File: src/include/mcu_io_defines.svh
`ifndef MCU_IO_DEFINES_SVH
`define MCU_IO_DEFINES_SVH

// register file shape
// highest register index, general-purpose plus peripherals
`define MCU_IO_TOP_REG 11

// highest general-purpose index, gp regs are 0 to 7
`define MCU_IO_TOP_GP 7

// peripheral register addresses, 4-bit to match reg_addr_t
// led output byte
`define MCU_IO_DR_LEDS 4'd8

// bus address word for the next write
`define MCU_IO_DR_AV_ADDRESS 4'd9

// bus data word; a load here starts the bus write
`define MCU_IO_DR_AV_WRITEDATA 4'd10

// synchronized keys, read-only
`define MCU_IO_SR_KEYS 4'd11

// addresses 12 to 15 unmapped

// key input pins
`define MCU_IO_NUM_KEYS 2

`endif

File: src/hw/mcu_io_pkg.sv
package mcu_io_pkg;

    // one register word, same width as the mcu data path
    typedef logic [15:0] reg_word_t;

    // register address, 16 slots of which 12 are mapped
    typedef logic [3:0] reg_addr_t;

    // led output byte
    typedef logic [7:0] led_t;

    // host write request
    // addr in the top bits, data in the low word
    typedef struct packed {
        reg_addr_t addr;
        reg_word_t data;
    } reg_write_t;

    // one bus write command
    // address word and data word as held for the slave
    typedef struct packed {
        reg_word_t address;
        reg_word_t writedata;
    } av_cmd_t;

endpackage

File: src/hw/av_write_master.sv
`timescale 1ns/1ps

// write-only avalon master
// one write per start, held until waitrequest drops
module av_write_master (
    input  logic                 sysclk,
    input  logic                 reset,
    input  logic                 start,
    input  mcu_io_pkg::av_cmd_t  cmd_in,
    input  logic                 av_waitrequest,
    output logic                 av_write,
    output mcu_io_pkg::av_cmd_t  av_cmd,
    output logic                 busy
);

    // write strobe
    // start never arrives while busy, the decoder blocks it
    always_ff @(posedge sysclk) begin
        if (reset) begin
            av_write <= 1'b0;
        end else if (av_write && !av_waitrequest) begin
            // slave took it
            av_write <= 1'b0;
        end else if (start) begin
            av_write <= 1'b1;
        end
    end

    // command held for the whole transfer
    // later address writes do not disturb it
    always_ff @(posedge sysclk) begin
        if (start) begin
            av_cmd <= cmd_in;
        end
    end

    // Busy for exactly as long as the strobe is up.
    assign busy = av_write;

endmodule

File: src/hw/load_decoder.sv
`timescale 1ns/1ps
`include "mcu_io_defines.svh"

// turns each accepted host write into a one-hot load pulse
module load_decoder (
    input  logic                        sysclk,
    input  logic                        reset,
    input  logic                        wr_valid,
    input  mcu_io_pkg::reg_write_t      wr_req,
    input  logic                        busy,
    output logic [`MCU_IO_TOP_REG:0]    load,
    output mcu_io_pkg::reg_word_t       load_data,
    output logic                        ready
);

    logic [`MCU_IO_TOP_REG:0] hit;
    logic                     is_keys;
    logic                     is_av_data;
    logic                     accept;
    logic                     ready_en;
    mcu_io_pkg::reg_word_t    data_q;

    // address to one-hot, unmapped addresses give no hit
    always_comb begin
        hit = '0;
        for (int i = 0; i <= `MCU_IO_TOP_REG; i++) begin
            if (wr_req.addr == mcu_io_pkg::reg_addr_t'(i)) begin
                hit[i] = 1'b1;
            end
        end
    end

    assign is_keys    = (wr_req.addr == `MCU_IO_SR_KEYS);
    assign is_av_data = (wr_req.addr == `MCU_IO_DR_AV_WRITEDATA);

    // key reg is read-only
    // data reg write only when the bus side can take it
    assign accept = wr_valid && !is_keys && (!is_av_data || ready);

    // holds ready low for the first cycle out of reset
    always_ff @(posedge sysclk) begin
        if (reset) begin
            ready_en <= 1'b0;
        end else begin
            ready_en <= 1'b1;
        end
    end

    // load pulse lasts one cycle
    always_ff @(posedge sysclk) begin
        if (reset) begin
            load <= '0;
        end else if (accept) begin
            load <= hit;
        end else begin
            load <= '0;
        end
    end

    // write data, shared by every register
    always_ff @(posedge sysclk) begin
        if (wr_valid) begin
            data_q <= wr_req.data;
        end
    end

    assign load_data = data_q;

    // pending data load covers the cycle before av_write rises
    // so ready has no gap between strobe and busy
    assign ready = ready_en && !busy && !load[`MCU_IO_DR_AV_WRITEDATA];

endmodule

File: src/hw/mcu_io_top.sv
`timescale 1ns/1ps
`include "mcu_io_defines.svh"

// register-mapped io fabric between the mcu and its peripherals
module mcu_io_top (
    input  logic                         sysclk,
    input  logic                         reset,
    input  logic                         wr_valid,
    input  mcu_io_pkg::reg_write_t       wr_req,
    input  mcu_io_pkg::reg_addr_t        rd_addr,
    output mcu_io_pkg::reg_word_t        rd_data,
    output logic                         ready,
    input  logic [`MCU_IO_NUM_KEYS-1:0]  keys,
    output mcu_io_pkg::led_t             leds,
    input  logic                         av_waitrequest,
    output logic                         av_write,
    output mcu_io_pkg::av_cmd_t          av_cmd
);

    logic [`MCU_IO_TOP_REG:0] load;
    mcu_io_pkg::reg_word_t    load_data;
    mcu_io_pkg::reg_word_t    gp_regs [`MCU_IO_TOP_GP:0];
    mcu_io_pkg::reg_word_t    av_address_q;
    mcu_io_pkg::reg_word_t    av_writedata_q;
    mcu_io_pkg::av_cmd_t      reg_cmd;
    mcu_io_pkg::av_cmd_t      start_cmd;
    logic                     busy;

    // host writes to one-hot loads
    load_decoder u_decoder (
        .sysclk    (sysclk),
        .reset     (reset),
        .wr_valid  (wr_valid),
        .wr_req    (wr_req),
        .busy      (busy),
        .load      (load),
        .load_data (load_data),
        .ready     (ready)
    );

    // general-purpose bank
    for (genvar g = 0; g <= `MCU_IO_TOP_GP; g++) begin : g_gp
        std_reg u_gp_reg (
            .sysclk (sysclk),
            .reset  (reset),
            .d      (load_data),
            .load   (load[g]),
            .q      (gp_regs[g])
        );
    end

    // led byte drives the pins directly
    std_reg #(
        .payload_t (mcu_io_pkg::led_t)
    ) u_led_reg (
        .sysclk (sysclk),
        .reset  (reset),
        .d      (load_data[7:0]),
        .load   (load[`MCU_IO_DR_LEDS]),
        .q      (leds)
    );

    // bus address, write it before the data reg
    std_reg u_av_address_reg (
        .sysclk (sysclk),
        .reset  (reset),
        .d      (load_data),
        .load   (load[`MCU_IO_DR_AV_ADDRESS]),
        .q      (av_address_q)
    );

    // bus data
    std_reg u_av_writedata_reg (
        .sysclk (sysclk),
        .reset  (reset),
        .d      (load_data),
        .load   (load[`MCU_IO_DR_AV_WRITEDATA]),
        .q      (av_writedata_q)
    );

    // register view for readback
    assign reg_cmd = '{address: av_address_q, writedata: av_writedata_q};

    // data reg loads in the start cycle, so take load_data
    assign start_cmd = '{address: av_address_q, writedata: load_data};

    reg_readback u_readback (
        .sysclk  (sysclk),
        .reset   (reset),
        .rd_addr (rd_addr),
        .gp_regs (gp_regs),
        .leds    (leds),
        .av_cmd  (reg_cmd),
        .keys    (keys),
        .rd_data (rd_data)
    );

    // data reg load is the start pulse
    av_write_master u_av_master (
        .sysclk         (sysclk),
        .reset          (reset),
        .start          (load[`MCU_IO_DR_AV_WRITEDATA]),
        .cmd_in         (start_cmd),
        .av_waitrequest (av_waitrequest),
        .av_write       (av_write),
        .av_cmd         (av_cmd),
        .busy           (busy)
    );

endmodule

File: src/hw/reg_readback.sv
`timescale 1ns/1ps
`include "mcu_io_defines.svh"

// key sync plus registered read mux over the whole register map
module reg_readback (
    input  logic                          sysclk,
    input  logic                          reset,
    input  mcu_io_pkg::reg_addr_t         rd_addr,
    input  mcu_io_pkg::reg_word_t         gp_regs [`MCU_IO_TOP_GP:0],
    input  mcu_io_pkg::led_t              leds,
    input  mcu_io_pkg::av_cmd_t           av_cmd,
    input  logic [`MCU_IO_NUM_KEYS-1:0]   keys,
    output mcu_io_pkg::reg_word_t         rd_data
);

    logic [`MCU_IO_NUM_KEYS-1:0] key_meta;
    logic [`MCU_IO_NUM_KEYS-1:0] key_sync;
    mcu_io_pkg::reg_word_t       gp_sel;
    mcu_io_pkg::reg_word_t       rd_next;

    // two-flop sync, keys come straight from the pins
    always_ff @(posedge sysclk) begin
        if (reset) begin
            key_meta <= '0;
            key_sync <= '0;
        end else begin
            key_meta <= keys;
            key_sync <= key_meta;
        end
    end

    // gp select, zero outside the gp range
    always_comb begin
        gp_sel = '0;
        for (int i = 0; i <= `MCU_IO_TOP_GP; i++) begin
            if (rd_addr == mcu_io_pkg::reg_addr_t'(i)) begin
                gp_sel = gp_regs[i];
            end
        end
    end

    // peripherals override; leds and keys zero-extended
    always_comb begin
        case (rd_addr)
            `MCU_IO_DR_LEDS:         rd_next = mcu_io_pkg::reg_word_t'(leds);
            `MCU_IO_DR_AV_ADDRESS:   rd_next = av_cmd.address;
            `MCU_IO_DR_AV_WRITEDATA: rd_next = av_cmd.writedata;
            `MCU_IO_SR_KEYS:         rd_next = mcu_io_pkg::reg_word_t'(key_sync);
            default:                 rd_next = gp_sel;
        endcase
    end

    // one cycle from rd_addr to rd_data
    always_ff @(posedge sysclk) begin
        if (reset) begin
            rd_data <= '0;
        end else begin
            rd_data <= rd_next;
        end
    end

endmodule

File: src/hw/std_reg.sv
`timescale 1ns/1ps

// loadable register, shared by gp words, led byte and bus regs
module std_reg #(
    parameter type payload_t = mcu_io_pkg::reg_word_t
) (
    input  logic     sysclk,
    input  logic     reset,
    input  payload_t d,
    input  logic     load,
    output payload_t q
);

    // all registers read zero after reset
    always_ff @(posedge sysclk) begin
        if (reset) begin
            q <= '0;
        end else if (load) begin
            // capture the shared load data
            q <= d;
        end
    end

endmodule

File: config.mk
export PLATFORM = sky130hd
export DESIGN_NAME = mcu_io_top
export DESIGN_NICKNAME = d
export VERILOG_FILES = /design/src/hw/mcu_io_pkg.sv /design/src/hw/av_write_master.sv /design/src/hw/load_decoder.sv /design/src/hw/mcu_io_top.sv /design/src/hw/reg_readback.sv /design/src/hw/std_reg.sv
export VERILOG_INCLUDE_DIRS = /design/src /design/src/include
export SDC_FILE = /design/constraint.sdc
export NUM_CORES = 1
export LEC_CHECK = 0
export BUFFER_PORTS_ARGS = -buffer_cell sky130_fd_sc_hd__buf_2
export CAP_MARGIN = 5
export CORE_MARGIN = 5
export CORE_UTILIZATION = 34
export DETAILED_ROUTE_END_ITERATION = 8
export MAX_ROUTING_LAYER = met4
export PLACE_DENSITY = 0.49
export SLEW_MARGIN = 5
export SYNTH_ARGS = -nofsm -noshare
export SYNTH_HDL_FRONTEND = slang
export SYNTH_SLANG_ARGS = --single-unit
File: constraint.sdc
create_clock -name sysclk -period 6 [get_ports sysclk]
set_input_delay 0.6 -clock sysclk [delete_from_list [all_inputs] [get_ports sysclk]]
set_output_delay 0.6 -clock sysclk [all_outputs]
set_load 0.02 [all_outputs]
==> results of run 1 <==
## logic make-up (layout without fill, tap and decap cells)
logic type,Yosys count,after routing,share of synthesized area
muxes,209,209,0.236
and+or+nand+nor,252,252,0.109
DFF,249,249,0.552
buffers and inverters,84,155,0.0464
AOI/OAI and AO/OA,76,76,0.0571
## sequential cells by signal, summed over array words and instances (netlist names)
signal	count
u_readback.key_meta	2
u_av_master.av_write	1
u_readback.key_sync	2
u_av_address_reg.q	16
u_av_writedata_reg.q	16
u_decoder.load_data	16
u_decoder.load	11
u_readback.rd_data	16
u_decoder.ready_en	1
g_gp.u_gp_reg.q	128
u_av_master.av_cmd	32
u_led_reg.q	8
## synthesized netlist by cell type, drive strengths merged (3+ instances only)
| cell | instances | share of area |
|---|---|---|
| mux2 | 5 | 0.0057 |
| nor3b | 3 | 0.0023 |
| o211ai | 3 | 0.0023 |
| nor2b | 11 | 0.0075 |
| mux2i | 186 | 0.19 |
| edfxtp | 48 | 0.15 |
| dfxtp | 201 | 0.41 |
| a211oi | 15 | 0.012 |
| buf | 39 | 0.029 |
| nand3 | 3 | 0.0015 |
| a221oi | 8 | 0.0071 |
| a22o | 4 | 0.0035 |
| nand2b | 11 | 0.0069 |
| a21oi | 13 | 0.0066 |
| o21ai | 13 | 0.0066 |
| clkbuf | 43 | 0.016 |
| a2111oi | 3 | 0.0045 |
| nand2 | 12 | 0.0045 |
| nand3b | 3 | 0.0023 |
| nor3 | 14 | 0.0071 |
| a31oi | 3 | 0.0019 |
| mux4 | 18 | 0.042 |
| nor2 | 189 | 0.072 |
## where the power goes
part           switching, mW  total, mW  internal [mW]
registers             0.0479       1.78           1.73
logic                  0.102      0.158         0.0559
clock network          0.690       1.70           1.01
total                  0.839       3.63           2.79
## worst max path at each step
stage,start,endpoint,slack (ns),cells past startpoint
6_report,rd_addr[0],u_readback.rd_data[8]$_SDFF_PP0_,3.57,7
5_1_grt,rd_addr[0],u_readback.rd_data[8]$_SDFF_PP0_,3.39,7
4_1_cts,rd_addr[0],u_readback.rd_data[8]$_SDFF_PP0_,3.55,7
3_5_place_dp,rd_addr[0],u_readback.rd_data[8]$_SDFF_PP0_,3.02,7
3_3_place_gp,rd_addr[0],u_readback.rd_data[8]$_SDFF_PP0_,3.03,7
2_1_floorplan,u_decoder.load[10]$_SDFF_PP0_,ready,3.83,2
## through the flow
stage / instance area [um2] / worst slack, ns
6_report: 11400 / 3.57
3_5_place_dp: 10500 / 3.02
5_1_grt: 11400 / 3.39
4_1_cts: 11400 / 3.55
2_1_floorplan: 9900 / 3.83
3_3_place_gp: 10500 / 3.03
## layout make-up
cell class | instances | area (um2) | share of cell area
clock inverter | 17 | 120 | 0.0105
clock buffer | 36 | 815 | 0.0714
timing repair buffer | 100 | 539 | 0.0473
inverter | 2 | 7.51 | 0.000658
multi-input combinational | 537 | 3980 | 0.349
tap | 384 | 480 | 0.0421
sequential | 249 | 5470 | 0.479
## critical path, cell delays in order
cell and delay [ns]:
buf_2 0.49, buf_4 0.63, mux4_2 0.57, a21oi_1 0.13, a211oi_1 0.06, a211oi_1 0.22
nor3_1 0.06
## metal layers
metal	vias to the layer above	track usage
li1	3149	-
met1	3019	0.227
met2	138	0.231
met3	25	0.0256
met4	0	0.0257
met5	-	-
## placed cells by master (no fill, tap or decap), drive strengths merged, types with 14 or more instances in the layout
cell type,netlist,final
mux4,18,18
clkbuf,43,36
dfxtp,201,201
mux2i,186,186
edfxtp,48,48
nor2,189,189
a211oi,15,15
buf,39,100
nor3,14,14
==> run_results.csv, run 1 <==
group,metric,value,unit
final_layout,final_core_util,0.397,
critical_path,required,6.38,ns
drt,drc,0,
clock_tree,hold_buffers,0,
final_layout,area_growth,15.2,%
drt,highest_layer,"met4",
synthesis,synthArstFlopShare,0,
timing,max_freq,0.411,GHz
final_layout,drive_gt1_frac,0.192,
timing,final_max_slew_viol_count,0,
drt,ant_nets,0,
global_route,grt_antenna_before_repair,0,
die,rows,62,
synthesis,synthFlopType,"dfxtp_1",
power,p_total,3.63,mW
drt,wl_per_cell,19.0,um
timing,skew,0.00609,ns
synthesis,syn_inst,870,
critical_path,cp-end-kind,"flip-flop",
global_route,track_usage,0.155,
critical_path,r2r-start,"u_decoder.load[6]$_SDFF_PP0_",
global_route,overflow,0,
final_layout,finish.net_count,949,
placement,dp_cells,1272,
timing,final.setup.tns,0,ns
power,p_leak,4.02,nW
placement,place_congestion,0.772,
timing,min_period,2.43,ns
synthesis,synth_edf_count,48,
die,pin_count,88,
final_layout,final_cells,1325,
die,core,0.0287,mm2
synthesis,syn_area,0.00990,mm2
critical_path,reg2reg_depth,2,
placement,portBuffers,87,
clock_tree,ctsResizeCount,0,
drt,drt-initial-drc-count,480,
critical_path,start_kind,"input port",
clock_tree,clk_latency,0.53,ns
synthesis,synth_cell_type_count,51,
timing,tightest_slew,1.19,ns
clock_tree,cts_inserted_buffers,29,
final_layout,diodes,0,
worst_hold_path,hold_start,"wr_req[13]",
timing,rsz0062_at_grt,"false",
timing,relSlewSlack,0.208,
timing,holdWs,0.242,ns
global_route,grt_pass1_wl,39.2,mm
drt,vias_per_cell,4.78,
power,ir_drop,189,uV
global_route,grt_pass1_vias,6311,
clock_tree,cts_max_path_buffers,3,
global_route,grt_max_degree,123,
drt,num_vias,6331,
synthesis,ys_ff_latch,249,
clock_tree,root_buffer,"clkbuf_16",
placement,dp_hpwl,15.8,mm
drt,firstDrtPassIters,4,
synthesis,avgSynthCellArea,11.4,um2
final_layout,nFillCells,2818,
timing,finalHoldViolations,0,
drt,wl_met2,10.9,mm
critical_path,arrival,2.82,ns
worst_hold_path,whs_endpoint,"u_decoder.load_data[13]$_DFFE_PP_",
power,powerDensity,318,mW/mm2
clock_tree,cts_tree,"built",
synthesis,synth_warnings,0,
run_status,run_status,"complete, no violations",
flow_run,drv_cap,0,
synthesis,ys_seq_area_frac,0.552,
clock_tree,clkTransAtPathRegs,0.06,ns
worst_hold_path,hold_path_depth,1,
critical_path,crit_type,"input port to flip-flop",
critical_path,r2r_slack,4.41,ns
clock_tree,cts_sinks,249,
synthesis,synth_fp_nets,900,
clock_tree,cts.htree.levels,1,
timing,period_share,0.406,
worst_hold_path,min_path_type,"input port to flip-flop",
die,initial_core_util,0.345,
die,fp.dieH,181,um
drt,met3_length,1.20,mm
critical_path,cp_max_fo,43,
die,fp.dieW,181,um
critical_path,reg2reg_to,"g_gp[6].u_gp_reg.q[5]$_SDFFE_PP0P_",
clock_tree,post-cts-setup-buffer-count,0,
drt,routedLengthMet1,12.8,mm
timing,finalSetupViolations,0,
die,dieArea,0.0326,mm2
drt,wl,25.2,mm
(Power assumes the default switching activity.)
==> inputs of run 2 (changes only) <==
==> constraint.sdc (replaced) <==
create_clock -name sysclk -period 2.5 [get_ports sysclk]
set_input_delay 0.25 -clock sysclk [delete_from_list [all_inputs] [get_ports sysclk]]
set_output_delay 0.25 -clock sysclk [all_outputs]
set_load 0.02 [all_outputs]
==> run 2 against run 1 <==
Net effect:
- flip-flop and latch count unchanged
- core utilization up 1.8 points
- combinational power grew to 2.7 times the previous value
- cell count rose by 2.9%
==> run_results.csv, run 2 (synthesis gave the netlist of run 1 again) <==
group,metric,value,unit
run_status,run_status,"complete, no violations",
critical_path,cpLargestDelayFamily,"simple AND/OR/NAND/NOR gates",
drt,drt-initial-drc-count,352,
power,power_switching,2.04,mW
placement,dp_hpwl,17.2,mm
critical_path,r2r-start,"u_decoder.load[10]$_SDFF_PP0_",
die,fp.dieW,181,um
final_layout,nFillCells,2779,
timing,skew,0.00775,ns
final_layout,drive_gt1_frac,0.201,
final_layout,regArea,0.00547,mm2
final_layout,multi_input_area,0.00398,mm2
power,ir_drop,440,uV
critical_path,cpPeakStageDelay,0.57,ns
clock_tree,clk_latency,0.53,ns
critical_path,crit_chain,"nor3b_1, buf_2",
final_layout,largest_reg_flops,128,
timing,period_share,0.848,
timing,worst_slack,0.379,ns
timing,min_period,2.12,ns
power,powerDensity,776,mW/mm2
power,intPower,7.21,mW
power,swShare,0.220,
critical_path,crit_type,"flip-flop to output port",
global_route,grt_antenna_before_repair,0,
critical_path,crit_start,"u_decoder.load[10]$_SDFF_PP0_",
critical_path,crit_slowest_cell,"nor3b_1",
critical_path,cp_max_fo,18,
timing,finalHoldViolations,0,
final_layout,reg.largest.list,"g_gp.u_gp_reg.q x128, u_av_master.av_cmd x32",
global_route,track_usage,0.160,
drt,firstDrtPassIters,5,
clock_tree,cts_sinks,249,
global_route,grt_pass1_vias,6534,
timing,final_max_slew_viol_count,0,
placement,place_congestion,0.752,
global_route,grt_max_degree,77,
power,p_clk_frac,0.492,
power,pwr-share-comb,0.047,
drt,num_vias,6532,
placement,pre_cts_slack,0.566,ns
final_layout,area_growth,20.3,%
critical_path,critPathBufInv,1,
clock_tree,cts_max_path_buffers,3,
die,rows,62,
placement,portBuffers,87,
global_route,overflow,0,
final_layout,layout_commonest_cell,"dfxtp_1",
clock_tree,ctsResizeCount,0,
clock_tree,cts_tree,"built",
clock_tree,root_buffer,"clkbuf_16",
power,sequentialPowerShare,0.461,
global_route,grt_pass1_wl,40.3,mm
worst_hold_path,hold_start,"reset",
die,fp.dieH,181,um
clock_tree,clkTransAtPathRegs,0.06,ns
die,initial_core_util,0.345,
critical_path,arrival,1.87,ns
drt,wl_per_cell,19.0,um
timing,max_freq,0.471,GHz
power,p_leak,4.25,nW
timing,rsz0062_at_grt,"false",
die,pin_count,88,
clock_tree,cts.htree.levels,1,
timing,relSlewSlack,0.609,
final_layout,layout_common_cells,"200 x dfxtp_1, 188 x nor2_1, 186 x mux2i_1",
clock_tree,post-cts-setup-buffer-count,0,
final_layout,max_flop_register,"g_gp.u_gp_reg.q",
timing,finalSetupViolations,0,
drt,vias_per_cell,4.79,
drt,drc,0,
drt,wl,25.9,mm
die,core,0.0287,mm2
critical_path,required,2.25,ns
flow_run,drv_cap,0,
timing,tightest_slew,0.587,ns
worst_hold_path,min_path_type,"input port to flip-flop",
clock_tree,cts_inserted_buffers,28,
critical_path,cp-end-kind,"output port",
die,dieArea,0.0326,mm2
critical_path,start_kind,"flip-flop",
timing,final.setup.tns,0,ns
drt,ant_nets,0,
final_layout,diodes,0,
final_layout,finish.net_count,988,
run 2: area by class of cell:
type                       count  area share
sequential                   249       0.459
clock buffer                  36      0.0673
multi-input combinational    537       0.334
tap                          384      0.0403
inverter                       2    0.000630
timing repair buffer         140      0.0787
clock inverter                16      0.0203
run 2: worst paths after layout:
path	cells past startpoint	end	slack [ns]
worst max-delay path	2	ready	0.38
worst min-delay path	2	g_gp[0].u_gp_reg.q[0]$_SDFFE_PP0P_	0.15
worst max register to register	3	u_decoder.load[10]$_SDFF_PP0_	0.46
worst min register to register	1	u_readback.key_sync[0]$_SDFF_PP0_	0.44
run 2: through the flow:
| step | util | total power, mW | hold WS, ns | area (um2) | std cells |
|---|---|---|---|---|---|
| after global placement | 0.370 | 4.76 | 0.425 | 10600 | 1288 |
| after floorplan | - | 4.59 | 0.326 | 9900 | 870 |
| after detailed placement | 0.370 | 4.76 | 0.428 | 10600 | 1288 |
| after global routing | 0.415 | 9.62 | 0.163 | 11900 | 1364 |
| after CTS | 0.415 | 9.38 | 0.147 | 11900 | 1364 |
| final | 0.415 | 9.25 | 0.150 | 11900 | 1364 |
run 2: worst register-to-register path: cells and delay by family, from the launching register on:
family                 cells  cell delay [ns]
AND/OR/NAND/NOR            2             0.90
flip-flops                 1             0.49
buffers and inverters      1             0.60
run 2: what timing repair did:
item / 4_1_cts / 5_1_grt
endpoints found under the hold margin: 27 / 0
setup endpoints to repair: 0 / 0
hold buffers: 24 / 0
run 2: power by group through the flow:
stage	Sequential (mW)	Combinational, mW	Clock [mW]
detailed placement	4.35	0.412	0
floorplan	4.28	0.312	0
global route	4.27	0.471	4.88
finish	4.27	0.433	4.55
global placement	4.36	0.409	0
CTS	4.26	0.440	4.68
run 2: per-layer routing:
layer | up-vias | global-route usage | wire, um
met4 | 0 | 0.0333 | 410
met2 | 171 | 0.231 | 11100
met3 | 37 | 0.0266 | 1340
met1 | 3100 | 0.237 | 13000
li1 | 3224 | - | -
met5 | - | - | 0
